--- config.mk ---
export PLATFORM = sky130hd
export DESIGN_NAME = pc_glue
export DESIGN_NICKNAME = d
export VERILOG_FILES = /design/src/hdl/pc_glue_pkg.sv /design/src/hdl/pc_glue.sv /design/src/hdl/activity_led.sv /design/src/hdl/fb_descriptor.sv /design/src/hdl/host_bridge.sv
export SDC_FILE = /design/constraint.sdc
export NUM_CORES = 1
export LEC_CHECK = 0
export ABC_AREA = 1
export BUFFER_PORTS_ARGS = -buffer_cell sky130_fd_sc_hd__buf_2
export CAP_MARGIN = 20
export CORE_MARGIN = 5
export CORE_UTILIZATION = 28
export DETAILED_ROUTE_END_ITERATION = 8
export PLACE_DENSITY = 0.62
export SLEW_MARGIN = 10
export SYNTH_ARGS = -nofsm -noshare
export SYNTH_HDL_FRONTEND = slang
export SYNTH_SLANG_ARGS = --single-unit
export TNS_END_PERCENT = 10
--- constraint.sdc ---
create_clock -name clk_sys -period 3 [get_ports clk_sys]
set_clock_uncertainty 0.05 [all_clocks]
set_input_delay 0.6 -clock clk_sys [delete_from_list [all_inputs] [get_ports clk_sys]]
set_output_delay 0.6 -clock clk_sys [all_outputs]
set_load 0.01 [all_outputs]
--- src/hdl/pc_glue_pkg.sv ---
// Shared widths, bus, host and video structs, format constants and the bridge state enum
package pc_glue_pkg;

	// ========================================================================
	// Widths
	// ========================================================================
	typedef logic [31:0] bus_addr_t;
	typedef logic [31:0] bus_data_t;
	// Core geometry, in the units the VGA core reports
	typedef logic [19:0] vga_word_addr_t;
	typedef logic [8:0]  vga_units_t;
	typedef logic [10:0] vga_lines_t;
	typedef logic [1:0]  vga_depth_t;
	// Scanout side
	typedef logic [2:0]  fb_fmt_code_t;
	typedef logic [11:0] fb_dim_t;
	typedef logic [13:0] fb_stride_t;
	typedef logic [7:0]  pal_addr_t;

	// ========================================================================
	// Host and management bus
	// ========================================================================
	typedef struct packed {
		logic      rd;
		logic      wr;
		bus_addr_t addr;
		bus_data_t wdata;
	} host_req_t;

	typedef struct packed {
		logic bgr_order;
		logic fmt_1555;
	} host_cfg_t;

	typedef struct packed {
		logic      read;
		logic      write;
		bus_addr_t addr;
		bus_data_t wdata;
	} bus_req_t;

	typedef struct packed {
		logic      waitrequest;
		logic      rdatavalid;
		bus_data_t rdata;
	} bus_rsp_t;

	// ========================================================================
	// Video
	// ========================================================================
	// flags: [1:0] depth, [2] planar, [3] doubled lines
	typedef struct packed {
		vga_word_addr_t start_addr;
		vga_units_t     width;
		vga_units_t     stride;
		vga_lines_t     height;
		logic [3:0]     flags;
		logic           off;
	} vga_geom_t;

	typedef struct packed {
		logic       en;
		logic [4:0] format;
		fb_dim_t    width;
		fb_dim_t    height;
		bus_addr_t  base;
		fb_stride_t stride;
		logic       force_blank;
	} fb_desc_t;

	typedef struct packed {
		logic        we;
		pal_addr_t   addr;
		logic [17:0] data;
	} pal_core_t;

	typedef struct packed {
		logic        we;
		pal_addr_t   addr;
		logic [23:0] data;
	} pal_fb_t;

	// Upper address bits of the framebuffer window in DDR
	localparam logic [9:0] FB_REGION = 10'b0011_111110;

	localparam vga_depth_t DEPTH_8  = 2'd1;
	localparam vga_depth_t DEPTH_16 = 2'd2;
	localparam vga_depth_t DEPTH_24 = 2'd3;

	localparam fb_fmt_code_t FMT_8BPP  = 3'd3;
	localparam fb_fmt_code_t FMT_16BPP = 3'd4;
	localparam fb_fmt_code_t FMT_24BPP = 3'd5;

	localparam fb_dim_t FB_WIDTH_24 = 12'd640;

	typedef enum logic [2:0] {
		IDLE     = 3'd0,
		RD_ISSUE = 3'd1,
		RD_WAIT  = 3'd2,
		WR_ISSUE = 3'd3,
		WR_DONE  = 3'd4
	} bridge_state_e;

endpackage
--- src/hdl/pc_glue.sv ---
// Board glue top level with host bridge, framebuffer descriptor and activity LEDs
module pc_glue import pc_glue_pkg::*; #(
	parameter int unsigned LED_HOLD_CYCLES = 4500000
) (
	input  logic      clk_sys,
	input  logic      cpu_reset,

	// Host controller
	input  host_req_t host,
	input  host_cfg_t cfg,
	output logic      ext_wait,
	output bus_data_t host_rdata,

	// Core management bus
	output bus_req_t  bus_req,
	input  bus_rsp_t  bus_rsp,

	// Core video and disk status
	input  vga_geom_t geom,
	input  pal_core_t pal_in,
	input  logic      disk_device,

	// Scanout and board LEDs
	output fb_desc_t  desc,
	output pal_fb_t   pal_out,
	output logic      led_disk,
	output logic      led_user
);

	logic hdd_active;
	logic fdd_active;

	// ========================================================================
	// Management bridge
	// ========================================================================
	host_bridge u_host_bridge (
		.clk_sys    (clk_sys),
		.cpu_reset  (cpu_reset),
		.host       (host),
		.ext_wait   (ext_wait),
		.host_rdata (host_rdata),
		.bus_req    (bus_req),
		.bus_rsp    (bus_rsp)
	);

	// ========================================================================
	// Video
	// ========================================================================
	fb_descriptor u_fb_descriptor (
		.clk_sys   (clk_sys),
		.cpu_reset (cpu_reset),
		.geom      (geom),
		.cfg       (cfg),
		.pal_in    (pal_in),
		.desc      (desc),
		.pal_out   (pal_out)
	);

	// ========================================================================
	// LEDs
	// ========================================================================
	// Disk LED for hard disk traffic, user LED for floppy
	assign hdd_active = ext_wait & disk_device;
	assign fdd_active = ext_wait & ~disk_device;

	activity_led #(.HOLD_CYCLES(LED_HOLD_CYCLES)) u_led_disk (
		.clk_sys   (clk_sys),
		.cpu_reset (cpu_reset),
		.active    (hdd_active),
		.led       (led_disk)
	);

	activity_led #(.HOLD_CYCLES(LED_HOLD_CYCLES)) u_led_user (
		.clk_sys   (clk_sys),
		.cpu_reset (cpu_reset),
		.active    (fdd_active),
		.led       (led_user)
	);

endmodule

--- src/hdl/activity_led.sv ---
// Retriggerable pulse stretcher driving one activity LED
module activity_led #(
	parameter int unsigned HOLD_CYCLES = 4500000
) (
	input  logic clk_sys,
	input  logic cpu_reset,
	input  logic active,
	output logic led
);

	localparam int unsigned CNT_W = $clog2(HOLD_CYCLES + 1);

	logic [CNT_W-1:0] count;

	// Any activity restarts the hold time
	always_ff @(posedge clk_sys) begin
		if (cpu_reset) begin
			count <= '0;
			led   <= 1'b0;
		end else begin
			if (active)
				count <= CNT_W'(HOLD_CYCLES);
			else if (count != '0)
				count <= count - 1'b1;

			// Registered so short bursts still give a clean pulse
			led <= (count != '0);
		end
	end

endmodule

--- src/hdl/fb_descriptor.sv ---
// Registered framebuffer scanout descriptor and palette widening from 6 to 8 bits
module fb_descriptor import pc_glue_pkg::*; (
	input  logic      clk_sys,
	input  logic      cpu_reset,
	input  vga_geom_t geom,
	input  host_cfg_t cfg,
	input  pal_core_t pal_in,
	output fb_desc_t  desc,
	output pal_fb_t   pal_out
);

	vga_depth_t   depth;
	logic         planar;
	logic         dbl_lines;
	fb_fmt_code_t fmt_code;
	fb_dim_t      width_px;
	fb_dim_t      height_px;
	fb_desc_t     desc_next;

	assign depth     = geom.flags[1:0];
	assign planar    = geom.flags[2];
	assign dbl_lines = geom.flags[3];

	// Extend a 6-bit channel by repeating its top bits
	function automatic logic [7:0] widen6(input logic [5:0] c);
		return {c, c[5:4]};
	endfunction

	// ========================================================================
	// Descriptor fields
	// ========================================================================
	always_comb begin
		unique case (depth)
			DEPTH_24: fmt_code = FMT_24BPP;
			DEPTH_16: fmt_code = FMT_16BPP;
			DEPTH_8:  fmt_code = FMT_8BPP;
			default:  fmt_code = FMT_8BPP;
		endcase
	end

	// Width comes in 8-pixel units, planar modes pack 4 pixels per unit
	always_comb begin
		if (depth == DEPTH_24)
			width_px = FB_WIDTH_24;
		else if (planar)
			width_px = {1'b0, geom.width, 2'b00};
		else
			width_px = {geom.width, 3'b000};
	end

	// Line doubling scans every line twice
	assign height_px = dbl_lines ? {2'b00, geom.height[10:1]} : {1'b0, geom.height};

	always_comb begin
		desc_next.en          = !planar && (depth != 2'd0);
		desc_next.format      = {~cfg.bgr_order, ~cfg.fmt_1555, fmt_code};
		desc_next.width       = width_px;
		desc_next.height      = height_px;
		desc_next.base        = {FB_REGION, geom.start_addr, 2'b00};
		desc_next.stride      = {2'b00, geom.stride, 3'b000};
		desc_next.force_blank = geom.off;
	end

	always_ff @(posedge clk_sys) begin
		if (cpu_reset) begin
			desc.en          <= 1'b0;
			desc.force_blank <= 1'b0;
		end else begin
			desc <= desc_next;
		end
	end

	// ========================================================================
	// Palette
	// ========================================================================
	// Passes straight through, only the colour depth changes
	assign pal_out = '{
		we:   pal_in.we,
		addr: pal_in.addr,
		data: {widen6(pal_in.data[17:12]), widen6(pal_in.data[11:6]),
			widen6(pal_in.data[5:0])}
	};

endmodule

--- src/hdl/host_bridge.sv ---
// Host request to management bus bridge with a single outstanding transfer
module host_bridge import pc_glue_pkg::*; (
	input  logic      clk_sys,
	input  logic      cpu_reset,

	// Host side
	input  host_req_t host,
	output logic      ext_wait,
	output bus_data_t host_rdata,

	// Management bus
	output bus_req_t  bus_req,
	input  bus_rsp_t  bus_rsp
);

	bridge_state_e state;
	logic          bus_read;
	logic          bus_write;
	bus_addr_t     addr_q;
	bus_data_t     wdata_q;

	logic          host_start;
	logic          accepted;
	logic          rd_return;

	// A new request is only taken while idle
	assign host_start = (state == IDLE) && (host.rd || host.wr);

	// Request goes through in the first cycle without waitrequest
	assign accepted = !bus_rsp.waitrequest;

	// Read data only counts once our read has been taken by the core
	assign rd_return = (state == RD_WAIT) && bus_rsp.rdatavalid &&
		(!bus_read || accepted);

	// ========================================================================
	// Control FSM
	// ========================================================================
	always_ff @(posedge clk_sys) begin
		if (cpu_reset) begin
			state     <= IDLE;
			ext_wait  <= 1'b0;
			bus_read  <= 1'b0;
			bus_write <= 1'b0;
		end else begin
			unique case (state)
				IDLE: begin
					// Write wins if both strobes arrive together
					if (host.wr) begin
						ext_wait <= 1'b1;
						state    <= WR_ISSUE;
					end else if (host.rd) begin
						ext_wait <= 1'b1;
						state    <= RD_ISSUE;
					end
				end
				RD_ISSUE: begin
					bus_read <= 1'b1;
					state    <= RD_WAIT;
				end
				RD_WAIT: begin
					// Drop the request once accepted, then wait for data
					if (bus_read && accepted)
						bus_read <= 1'b0;
					if (rd_return) begin
						ext_wait <= 1'b0;
						state    <= IDLE;
					end
				end
				WR_ISSUE: begin
					bus_write <= 1'b1;
					state     <= WR_DONE;
				end
				WR_DONE: begin
					if (accepted) begin
						bus_write <= 1'b0;
						ext_wait  <= 1'b0;
						state     <= IDLE;
					end
				end
				default: begin
					state <= IDLE;
				end
			endcase
		end
	end

	// ========================================================================
	// Address and data path
	// ========================================================================
	always_ff @(posedge clk_sys) begin
		if (host_start) begin
			addr_q  <= host.addr;
			wdata_q <= host.wdata;
		end
		if (rd_return)
			host_rdata <= bus_rsp.rdata;
	end

	// Address and data stay put for the whole transfer
	assign bus_req = '{
		read:  bus_read,
		write: bus_write,
		addr:  addr_q,
		wdata: wdata_q
	};

endmodule

---- Word level (Yosys, flattened, before mapping) ----
Index checks and enable logic that the tools add are counted.
word-level totals
  register bits after elaboration ......... 210
  output and inout bits ................... 211
  input port bits ......................... 186
  logic and storage cells ................. 88
operators by class
  reduce and logical (&&, ||, !) cells .... 27
  bitwise logic cells ..................... 6
  add/subtract/negate cells ............... 2
  eq/ne operators ......................... 10
  multiplexer cells ....................... 20
operators with widths
  cell                                                                  number
  23-bit 2-to-1 mux                                                     4
  23-bit nonzero test                                                   2
  23-bit by 1-bit subtractor with 23-bit output, second input constant  2
  3-bit case mux with 5 select lines                                    1
  3-bit 2-to-1 mux                                                      4
  11-bit 2-to-1 mux                                                     1
  10-bit 2-to-1 mux                                                     1
  2-bit nonzero test                                                    5
  2-bit OR reduction                                                    4
  3-bit by 2-bit == test with 1-bit output, second input constant       2
  3-bit case mux with 2 select lines                                    1
  1-bit logical AND                                                     5
  1-bit 2-to-1 mux                                                      5
  2-bit == test, second input constant                                  2
  2-bit inequality test, second input constant                          2
  1-bit inverter                                                        4
  1-bit case mux with 2 select lines                                    2
  2-bit AND reduction                                                   2
  4-bit AND reduction                                                   1
  3-bit by 1-bit == test with 1-bit output, second input constant       1
  3-bit == test, second input constant                                  1
  1-bit logical NOT                                                     3
  3-bit logical NOT                                                     1
  3-bit inequality test, second input constant                          1
  6 further kinds                                                       8

---- Logic depth before layout (Yosys ltp) ----
Gate-level depths: netlist of the first run.
  depth in word-level cells ............... 5
  gate-level depth with buffers ........... 8
  depth with buffers taken out ............ 8

---- Cells and area by module ----
From an unflattened synthesis of the first run, not the netlist that was laid out.
unflattened totals
  cell total of the unflattened synthesis .. 741
  area, all modules ....................... 8,436.8 um2
modules (own cells, without submodules)
  module         instances  sequential area each (um2)  area an instance (um2)  cells an instance
  host_bridge    1          3,002.9                     3,186.8                 137
  activity_led   2          480.5                       1,403.8                 207
  fb_descriptor  1          1,691.6                     2,424.8                 186
  pc_glue        1          0.0                         17.5                    4

---- Least setup slack after synthesis of the first run ----
Ideal clock, no wire load.
  path kind ............................... reg2reg
  from .................................... register u_host_bridge.state[0]
  to ...................................... register u_host_bridge.host_rdata[0], enable pin
  clock period less this slack ............ 2,573 ps
  required time ........................... 2,529 ps
  arrival ................................. 2,102 ps
  slack ................................... 427 ps
  library setup time ...................... 421 ps
  stages on the path, launching flop included .. 5
  path buffers ............................ 1
  cell sequence ........................... dfxtp_1 -> clkbuf_1 -> nor3_1 -> inv_1 -> nor2_1
between the ends
  cells in the longest elaborated chain, start to end .. 3
RTL lines
  element                                   RTL line           RTL
  start, declared                           host_bridge.sv:16  bridge_state_e state;
  start signal, assigned                    host_bridge.sv:41  state <= IDLE;
  start signal, assigned                    host_bridge.sv:51  state <= WR_ISSUE;
  start signal, assigned                    host_bridge.sv:54  state <= RD_ISSUE;
  3-bit by 2-bit == test with 1-bit output  host_bridge.sv:33  assign rd_return = (state == RD_WAIT) && bus_rsp.rdatavalid &&
  1-bit logical AND (2 in series)           host_bridge.sv:33
  via u_host_bridge.rd_return               host_bridge.sv:24  logic rd_return;
  end signal, assigned                      host_bridge.sv:97  host_rdata <= bus_rsp.rdata;
  end, declared                             host_bridge.sv:9   output bus_data_t host_rdata,
The timed path passes the listed nets, and every way through them passes these cells.
A chain may end at the register's enable or synchronous reset.

---- Final worst setup path of the first run ----
  from .................................... register u_host_bridge.state[2]
  to ...................................... register u_host_bridge.wdata_q[6], enable pin
between the ends
  cells in the longest elaborated chain, start to end .. 2
RTL lines
  element                       RTL line           RTL
  3-bit logical NOT             host_bridge.sv:27  assign host_start = (state == IDLE) && (host.rd || host.wr);
  1-bit logical AND             host_bridge.sv:27
  via u_host_bridge.host_start  host_bridge.sv:22  logic host_start;
  end signal, assigned          host_bridge.sv:94  wdata_q <= host.wdata;
  end, declared                 host_bridge.sv:20  bus_data_t wdata_q;
The timed path passes the listed nets, and every way through them passes these cells.

==> reports/qor.yml, run 1 <==
antenna_found_initial: 2
max-vdd-ir-drop_v: 0.000393
cts-resized-gates: 0
syn_inst: 720
grt_max_degree: 45
synth_cell_type_count: 32
cap_violations: 0
grt_usage_pct: 12.8
min_period_over_period_pct: 67.6
worst_pin_slew_ns: 0.566
power.density_mw_per_mm2: 923
crit_path_end_kind: "flop"
combPwrFrac_pct: 31.4
final_area_mm2: 0.0108
min_path_cells: 1
p_seq_share_pct: 39.1
max_freq_mhz: 493
dp_hpwl_um: 17900
die_y_um: 182
routed_wl_um: 22700
holdPathEnd: "u_fb_descriptor.desc[34]"
clock-sinks: 207
critical_path_peak_fanout: 40
cts_setup_buffers: 0
met2WireLength_um: 11900
p_int_uw: 6550
drtIter0Drc: 328
first_global_vias: 5928
r2r_setup_slack_ns: 0.97
slew_viol_final: 0
hold_violations: 0
cts_tree: "built"
crit_arrival_ns: 2.15
dr.max_layer_used: "met4"
cts-root-buf: "clkbuf_16"
setup_viol: 0
multi_input_area_mm2: 0.00196
fillers: 2887
min_period_ns: 2.03
viasPerCell: 4.18
clock_path_buffers: 3
dpl_cell_area_mm2: 0.00996
drive_above_1_share_pct: 37.3
regToRegStartpoint: "u_host_bridge.state[2]"
yosys_warnings: 0
syn_avg_cell_area_um2: 11.5
route.met3.wl_um: 1670
timing.rr.end: "u_host_bridge.wdata_q[6]"
clkTransAtPathRegs_ns: 0.06
gp_congestion: 0.879
drc: 0
criticalPathCategory: "reg2reg"
clockPowerShare_pct: 29.6
yosysSeqAreaShare_pct: 68.6
grt.overflow.total: 0
numPortBuffers: 316
m1WireLength_um: 8690
async_flop_share_pct: 0
min_from: "geom[51]"
insertion_delay_ns: 0.49
core_mm2: 0.0289
postCtsHoldBufs: 0
grt_first_pass_wirelength_um: 33600
ys.flop_type: "edfxtp_1"
ant_nets: 0
h-tree-depth: 1
rr_worst_depth: 6
synth_edf_count: 151
p_switching_uw: 3390
cp-start-kind: "flop"
dieArea_mm2: 0.0330
syn-cell-area_mm2: 0.00825
fp.dieW_um: 182
ys_ff_latch: 207
initial_core_util_pct: 28.6
status: "finished clean"
synth_top_area_share_pct: 55.0
holdCritPathClass: "in2reg"
switching_share_pct: 34.1
relSlewSlack_pct: 62.2
rows: 62
synthTopCellsByArea: "edfxtp_1 55%, dfxtp_1 14%, nand2_1 5.2%, buf_4 5.0%, nor2_1 5.0%"
layout_common_cells: "316 x buf_2, 151 x edfxtp_1, 115 x nand2_1"
wire_per_inst_um: 16.0
synth_top_area_cell: "edfxtp_1"
io_pins: 397
num_vias: 5917
drt_first_pass_iters: 4
area_delta_synth_final_pct: 30.5
p_leak_uw: 0.00478
layout_commonest_cell: "buf_2"
timing.hold.ws_ns: 0.229
fin_nets: 1205
critical_path_required_ns: 3.12
seq_area_mm2: 0.00566
rsz0062_at_grt: "no"
setup_tns_ns: 0
numCtsBuffers: 22
-- registers in the layout (all words and copies together), names as in the netlist --
register / flops
u_host_bridge.state: 3
u_host_bridge.bus_read: 1
u_host_bridge.wdata_q: 32
u_led_disk.led: 1
u_host_bridge.addr_q: 32
u_led_user.count: 23
u_host_bridge.ext_wait: 1
u_host_bridge.host_rdata: 32
u_led_user.led: 1
u_host_bridge.bus_write: 1
u_led_disk.count: 23
u_fb_descriptor.desc: 57
-- through the flow --
step	std cells	setup WS, ns	util, %	power (µW)
finish	1417	0.971	37.3	9940
global route	1417	0.833	37.3	10700
CTS	1415	0.955	37.3	10000
detailed placement	1375	0.892	34.5	7040
global placement	1375	0.959	34.5	6980
floorplan	738	0.427	-	6280
-- cells in the mapped netlist (all sizes together) (3+ instances only) --
cell type / count
xnor2: 15
o22ai: 6
nor3: 3
a21oi: 28
xor2: 10
nand3: 42
clkbuf: 8
o21ai: 8
dfxtp: 56
a21o: 3
buf: 59
edfxtp: 151
nand4: 7
ha: 4
nand2: 119
nor2: 127
inv: 60
-- critical path: stages, from the launching register on --
cell,delay [ns]
dfxtp_1,0.33
inv_1,0.11
nand2_1,0.10
nor2_1,0.12
o21ai_0,0.19
inv_2,0.47
buf_12,0.30
-- how the worst max path moves through the flow --
stage	startpoint	to	slack [ns]	cells past startpoint
after global routing	u_host_bridge.state[2]	u_host_bridge.addr_q[12]	0.83	6
after floorplan	u_host_bridge.state[0]	u_host_bridge.host_rdata[0]	0.43	4
after CTS	u_host_bridge.state[2]	u_host_bridge.wdata_q[4]	0.95	6
final	u_host_bridge.state[2]	u_host_bridge.wdata_q[6]	0.97	6
after detailed placement	host[65]	u_host_bridge.addr_q[12]	0.89	4
after global placement	host[65]	u_host_bridge.wdata_q[6]	0.96	4
-- per-layer routing --
| layer | vias up | global-route usage (%) |
|---|---|---|
| met5 | - | 0 |
| met4 | 0 | 3.72 |
| met3 | 36 | 2.62 |
| met2 | 222 | 23.9 |
| met1 | 2735 | 14.8 |
| li1 | 2924 | - |
-- power by group through the flow --
stage,logic [µW],clock network [µW],registers (µW)
after floorplan,2300,0,3980
after global placement,3050,0,3930
after detailed placement,3100,0,3940
after CTS,3130,3030,3880
after global routing,3580,3160,3930
final,3120,2940,3880
-- cell families (layout without fill, tap and decap cells) --
| kind of cell | Yosys count | in the layout | share of synthesized area [%] |
|---|---|---|---|
| AO/OA/AOI/OAI | 51 | 51 | 3.46 |
| buffers and inverters | 127 | 420 | 8.50 |
| other | 2 | 22 | 0.0911 |
| XOR/XNOR | 25 | 25 | 2.65 |
| AND/OR/NAND/NOR | 304 | 304 | 16.1 |
| adder cells (fa/ha/maj) | 4 | 4 | 0.607 |
| flip-flops | 207 | 207 | 68.6 |
-- cell type report --
type	count	share of cell area (%)
Antenna cell	2	0.0465
Clock buffer	26	5.54
Multi-Input combinational cell	404	18.2
Sequential cell	207	52.5
Timing Repair Buffer	320	15.2
Tap cell	384	4.46
Inverter	60	2.09
Clock inverter	14	1.91
(Power assumes the default switching activity.)
==> run 2, diff against run 1 <==
- PLACE_DENSITY: 0.62 -> 0.64
- clock period: 3 -> 1.7 ns (I/O delays scaled with it)
==> run 2 against run 1 <==
Compared with the run above: design area increased by 13%; via count grew 9.4%; total power rose by 78%; highest routed layer unchanged; maximum frequency is 27% higher; critical endpoint is now u_host_bridge.addr_q[23]; hold slack worse by 0.19 ns; die area stayed put; register-to-register slack worse by 0.86 ns; count of clock-buffer cells in the layout grew 3.
==> reports/qor.yml, run 2 (same netlist as run 1, synthesis figures left out) <==
drc: 0  # unchanged
post-place-ws_ns: 0.111  # was 0.892 ns
min_period_ns: 1.59  # was 2.03 ns
max-vdd-ir-drop_v: 0.000576  # was 0.000393 V
ant_nets: 0  # unchanged
clockPowerShare_pct: 28.0  # was 29.6%
initial_core_util_pct: 28.6  # unchanged
min_period_over_period_pct: 93.6  # was 67.6%
timing.rr.end: "u_host_bridge.addr_q[23]"  # was u_host_bridge.wdata_q[6]
area_delta_synth_final_pct: 47.1  # was 30.5%
cts-root-buf: "clkbuf_16"  # unchanged
viasPerCell: 4.15  # was 4.18
crit_path_end_kind: "flop"  # unchanged
p_seq_share_pct: 38.7  # was 39.1%
drtIter0Drc: 301  # was 328
fin_nets: 1344  # was 1,205
clkTransAtPathRegs_ns: 0.06  # about the same
layout_commonest_cell: "buf_2"  # unchanged
status: "finished clean"  # unchanged
grt_first_pass_wirelength_um: 36500  # was 33,600 µm
p_switching_uw: 6120  # was 3390 µW
crit_family: "buffers and inverters"  # unchanged
crit_path_cell_trace: "inv_1, nand2_1, nor2_1, o21ai_2, clkinvlp_4, buf_12"  # was inv_1, nand2_1, nor2_1, o21ai_0, inv_2, buf_12
setup_viol: 0  # unchanged
p_int_uw: 11500  # was 6550 µW
rsz0062_at_grt: "no"  # unchanged
p_leak_uw: 0.00534  # was 0.00478 µW
fillers: 2702  # was 2,887
route.met3.wl_um: 1940  # was 1670 µm
m1WireLength_um: 9060  # was 8690 µm
grt_max_degree: 44  # was 45
first_global_vias: 6593  # was 5,928
switching_share_pct: 34.7  # was 34.1%
die_y_um: 182  # unchanged
drive_above_1_share_pct: 34.1  # was 37.3%
timing.final.ws_setup_ns: 0.108  # was 0.971 ns
path_buf_inv: 3  # unchanged
report.power.total_uw: 17700  # was 9940 µW
cts_tree: "built"  # unchanged
max_freq_mhz: 628  # was 493 MHz
num_vias: 6472  # was 5,917
gp_congestion: 0.858  # was 0.879
met2WireLength_um: 12500  # was 11,900 µm
combPwrFrac_pct: 33.3  # was 31.4%
holdCritPathClass: "in2reg"  # unchanged
regToRegStartpoint: "u_host_bridge.state[2]"  # unchanged
dieArea_mm2: 0.0330  # unchanged
numPortBuffers: 316  # unchanged
slew_viol_final: 0  # unchanged
routed_wl_um: 24100  # was 22,700 µm
cp-startpoint: "u_host_bridge.state[2]"  # unchanged
power.density_mw_per_mm2: 1460  # was 923 mW/mm²
rows: 62  # unchanged
antenna_found_initial: 3  # was 2
top_register: "u_fb_descriptor.desc"  # unchanged
final_area_mm2: 0.0121  # was 0.0108 mm²
hold_violations: 0  # unchanged
cts_setup_buffers: 0  # unchanged
cp-start-kind: "flop"  # unchanged
setup_tns_ns: 0  # unchanged
dr.max_layer_used: "met4"  # unchanged
h-tree-depth: 1  # unchanged
critical_path_required_ns: 1.84  # was 3.12 ns
drt_first_pass_iters: 5  # was 4
r2r_setup_slack_ns: 0.11  # was 0.97 ns
numCtsBuffers: 22  # unchanged
clock-sinks: 207  # unchanged
critPathSlowestCell: "dfxtp_1"  # was inv_2
fp.dieW_um: 182  # unchanged
io_pins: 397  # unchanged
critical_path_peak_fanout: 41  # was 40
path_depth: 6  # unchanged
cap_violations: 0  # unchanged
grt.overflow.total: 0  # unchanged
dp_hpwl_um: 17600  # was 17,900 µm
fin_util_pct: 42.0  # was 37.3%
dpl_cell_area_mm2: 0.0101  # was 0.00996 mm²
cp-endpoint: "u_host_bridge.addr_q[23]"  # was u_host_bridge.wdata_q[6]
critPathMaxStageDelay_ns: 0.33  # was 0.47 ns
core_mm2: 0.0289  # unchanged
criticalPathCategory: "reg2reg"  # unchanged
crit_arrival_ns: 1.73  # was 2.15 ns
rr_worst_depth: 6  # unchanged
insertion_delay_ns: 0.50  # was 0.49 ns
clock_path_buffers: 3  # unchanged
layout_common_cells: "316 x buf_2, 151 x edfxtp_1, 126 x dlygate4sd3_1"  # was 316 x buf_2, 151 x edfxtp_1, 115 x nand2_1
wire_per_inst_um: 15.5  # was 16.0 µm
largest_register_ffs: 57  # unchanged
grt_usage_pct: 13.7  # was 12.8%
-- run 2: changes by cell type in the layout (fill, tap and decap cells not counted), sizes merged --
| cell | delta |
|---|---|
| clkinv | -3 |
| buf | +13 |
| clkbuf | +3 |
| dlygate4sd3 | +126 |
| clkinvlp | +2 |
| bufinv | -2 |
| diode | +2 |
-- run 2: per-layer routing --
layer	vias to the layer above	GRT usage, %
li1	3199	-
met1	2977	16.0
met2	248	24.8
met3	48	3.18
met4	0	4.38
met5	-	0
-- run 2: stage by stage --
stage	instances	hold WS, ns
6_report	1558	0.0345
4_1_cts	1554	0.00804
2_1_floorplan	738	0.359
5_1_grt	1557	0.0165
3_5_place_dp	1388	0.416
3_3_place_gp	1388	0.420
-- run 2: what timing repair did --
item	CTS	global route
endpoints found under the setup margin	0	2
hold buffers	126	0
hold endpoints to repair	126	0
gates resized for setup	0	1
-- run 2: how the worst min path moves through the flow --
stage,to,cells past startpoint,start,slack [ns]
after floorplan,u_host_bridge.bus_read,1,cpu_reset,0.36
after global placement,u_host_bridge.bus_write,2,u_host_bridge.bus_write,0.42
after detailed placement,u_host_bridge.bus_write,2,u_host_bridge.bus_write,0.42
after CTS,u_fb_descriptor.desc[73],1,geom[2],0.008
after global routing,u_fb_descriptor.desc[73],1,geom[2],0.02
final,u_fb_descriptor.desc[73],1,geom[2],0.03
-- run 2: power groups by stage --
stage / Combinational (µW) / Clock, µW / Sequential [µW]
after global placement: 5570 / 0 / 6910
final: 5880 / 4940 / 6840
after floorplan: 4070 / 0 / 7010
after CTS: 5910 / 5080 / 6830
after detailed placement: 5650 / 0 / 6930
after global routing: 6680 / 5300 / 6950
-- run 2: worst reg2reg max path: cells and delay by family, from the launching register on --
kind | cells | cell delay [ns]
DFF | 1 | 0.33
buffers and inverters | 3 | 0.53
and+or+nand+nor | 2 | 0.26
AOI/OAI and AO/OA | 1 | 0.12
-- run 2: final cells by class --
| type | instances | area (µm²) | share of cell area, % |
|---|---|---|---|
| diodes | 4 | 10.0 | 0.0825 |
| clock buffers | 29 | 597 | 4.92 |
| clock inverters | 11 | 153 | 1.26 |
| inverters | 60 | 233 | 1.92 |
| multi-input cells | 404 | 1970 | 16.2 |
| flip-flops and latches | 207 | 5660 | 46.6 |
| well taps | 384 | 480 | 3.96 |
| repair buffers | 459 | 3030 | 25.0 |
==> run 3, diff against run 2 <==
- CTS_BUF_LIST: unset -> sky130_fd_sc_hd__clkbuf_4
- PLACE_DENSITY: 0.64 -> 0.62
- clock period: 1.7 -> 2.05 ns (I/O delays scaled with it)
==> run 3 against run 2 <==
Compared with the run above: sequential power down 17%; sequential share of layout area down 0.42 points; design area up 0.88%; register-to-register slack better by 0.18 ns; global-route usage up 1.0 points; count of clock-buffer cells in the layout up 54; sequential cell count unchanged.
==> reports/qor.yml, run 3 (same netlist as run 1, synthesis figures left out) <==
grt_busiest_layer: "met2"  # unchanged
cts_setup_buffers: 0  # unchanged
min_period_over_period_pct: 86.1  # was 93.6%
critPathSlowestCell: "nand3_2"  # was dfxtp_1
num_vias: 6863  # was 6,472
min_path_cells: 3  # was 1
drive_above_1_share_pct: 35.9  # was 34.1%
insertion_delay_ns: 0.67  # was 0.50 ns
place_inst: 1382  # was 1,388
h-tree-depth: 2  # was 1
grtUsageMet1_pct: 16.2  # was 16.0%
slew_viol_final: 0  # unchanged
largest_register_ffs: 57  # unchanged
setup_viol: 0  # unchanged
fin_nets: 1388  # was 1,344
holdPathEnd: "u_fb_descriptor.desc[64]"  # was u_fb_descriptor.desc[73]
holdCritPathClass: "in2reg"  # unchanged
criticalPathCategory: "reg2reg"  # unchanged
first_global_vias: 7079  # was 6,593
crit_path_cell_trace: "inv_1, ha_1, nand2_1, nor2_1, nand3_2, nand3_1, a21oi_1"  # was inv_1, nand2_1, nor2_1, o21ai_2, clkinvlp_4, buf_12
timing.rr.end: "u_led_disk.count[18]"  # was u_host_bridge.addr_q[23]
regToRegStartpoint: "u_led_disk.count[0]"  # was u_host_bridge.state[2]
layout_common_cells: "316 x buf_2, 151 x edfxtp_1, 142 x dlygate4sd3_1"  # was 316 x buf_2, 151 x edfxtp_1, 126 x dlygate4sd3_1
p_leak_uw: 0.00548  # was 0.00534 µW
io_pins: 397  # unchanged
setup_tns_ns: 0  # unchanged
min_period_ns: 1.76  # was 1.59 ns
crit_path_end_kind: "flop"  # unchanged
critPathMaxStageDelay_ns: 0.41  # was 0.33 ns
dieArea_mm2: 0.0330  # unchanged
clock_path_buffers: 3  # unchanged
numCtsBuffers: 56  # was 22
ant_nets: 0  # unchanged
grt_first_pass_wirelength_um: 38800  # was 36,500 µm
max_freq_mhz: 567  # was 628 MHz
dp_hpwl_um: 17900  # was 17,600 µm
power.density_mw_per_mm2: 1180  # was 1460 mW/mm²
gp_congestion: 0.847  # was 0.858
rsz0062_at_grt: "no"  # unchanged
cts_tree: "built"  # unchanged
numPortBuffers: 316  # unchanged
cts-resized-gates: 0  # unchanged
die_y_um: 182  # unchanged
clkTransAtPathRegs_ns: 0.07  # was 0.06 ns
drtIter0Drc: 466  # was 301
status: "finished clean"  # unchanged
grt_util_met3_pct: 4.00  # was 3.18%
cap_violations: 0  # unchanged
worst_pin_slew_ns: 0.531
antenna_found_initial: 4  # was 3
max-vdd-ir-drop_v: 0.000473  # was 0.000576 V
drt_first_pass_iters: 5  # unchanged
fin_util_pct: 42.4  # was 42.0%
viasPerCell: 4.21  # was 4.15
min_from: "geom[27]"  # was geom[2]
layout_commonest_cell: "buf_2"  # unchanged
report.power.total_uw: 14400  # was 17,700 µW
area_delta_synth_final_pct: 48.4  # was 47.1%
grtUsageMet2_pct: 26.8  # was 24.8%
hold_violations: 0  # unchanged
fp.dieW_um: 182  # unchanged
grt.overflow.total: 0  # unchanged
cp-start-kind: "flop"  # unchanged
rows: 62  # unchanged
cts-root-buf: "clkbuf_4"  # was clkbuf_16
clock-sinks: 207  # unchanged
core_mm2: 0.0289  # unchanged
drc: 0  # unchanged
r2r_setup_slack_ns: 0.29  # was 0.11 ns
relSlewSlack_pct: 64.6
routed_wl_um: 25600  # was 24,100 µm
rr_worst_depth: 7  # was 6
grt_max_degree: 53  # was 44
stdcell_count: 1629  # was 1,558
crit_arrival_ns: 2.24  # was 1.73 ns
top_register: "u_fb_descriptor.desc"  # unchanged
critical_path_peak_fanout: 21  # was 41
initial_core_util_pct: 28.6  # unchanged
grt_usage_pct: 14.7  # was 13.7%
critical_path_required_ns: 2.52  # was 1.84 ns
wire_per_inst_um: 15.7  # was 15.5 µm
run 3: what timing repair did:
action | CTS | global route
endpoints found under the hold margin | 148 | 0
setup endpoints to repair | 0 | 0
hold buffers | 142 | 0
run 3: cell type report:
type	count	area (µm²)
clock buffers	83	623
inverters	60	225
fillers	2711	16600
repair buffers	469	3150
well taps	384	480
flip-flops and latches	207	5660
multi-input cells	404	1960
diodes	3	7.51
clock inverters	19	138
run 3: through the flow:
step / setup WS [ns] / hold WS [ns] / area [µm²]
4_1_cts: 0.259 / 0.00503 / 12200
2_1_floorplan: -0.381 / 0.389 / 8320
3_5_place_dp: 0.302 / 0.406 / 10000
3_3_place_gp: 0.316 / 0.414 / 10000
6_report: 0.286 / 0.0708 / 12200
5_1_grt: 0.132 / 0.0358 / 12200
run 3: per-layer routing:
metal / wire (µm) / vias to the layer above
li1: - / 3329
met1: 9460 / 3208
met2: 13400 / 268
met3: 2030 / 56
met4: 652 / 2
met5: 13 / -
run 3: critical path: cells and delay by family (launching register included):
| kind | cells | cell delay (ns) |
|---|---|---|
| simple gates | 4 | 0.84 |
| flops | 1 | 0.32 |
| fa+ha+maj | 1 | 0.20 |
| buf+inv | 1 | 0.15 |
| compound gates | 1 | 0.08 |
run 3: worst max path at each step:
stage	end	slack, ns	depth (start not counted)	from
after floorplan	u_host_bridge.addr_q[0]	-0.38	4	u_host_bridge.state[0]
after global placement	u_host_bridge.addr_q[7]	0.32	4	host[64]
after detailed placement	u_host_bridge.wdata_q[0]	0.30	4	host[64]
after CTS	desc[24]	0.26	1	u_fb_descriptor.desc[24]
after global routing	u_led_disk.count[11]	0.13	7	u_led_disk.count[0]
final	u_led_disk.count[18]	0.29	7	u_led_disk.count[0]
run 3: where the power goes:
group	internal (µW)	leakage [µW]	total [µW]	switching, µW
combinational	1880	0.00312	4910	3030
sequential	5210	0.00191	5680	462
clock	2110	0.000449	3850	1740
total	9210	0.00548	14400	5230
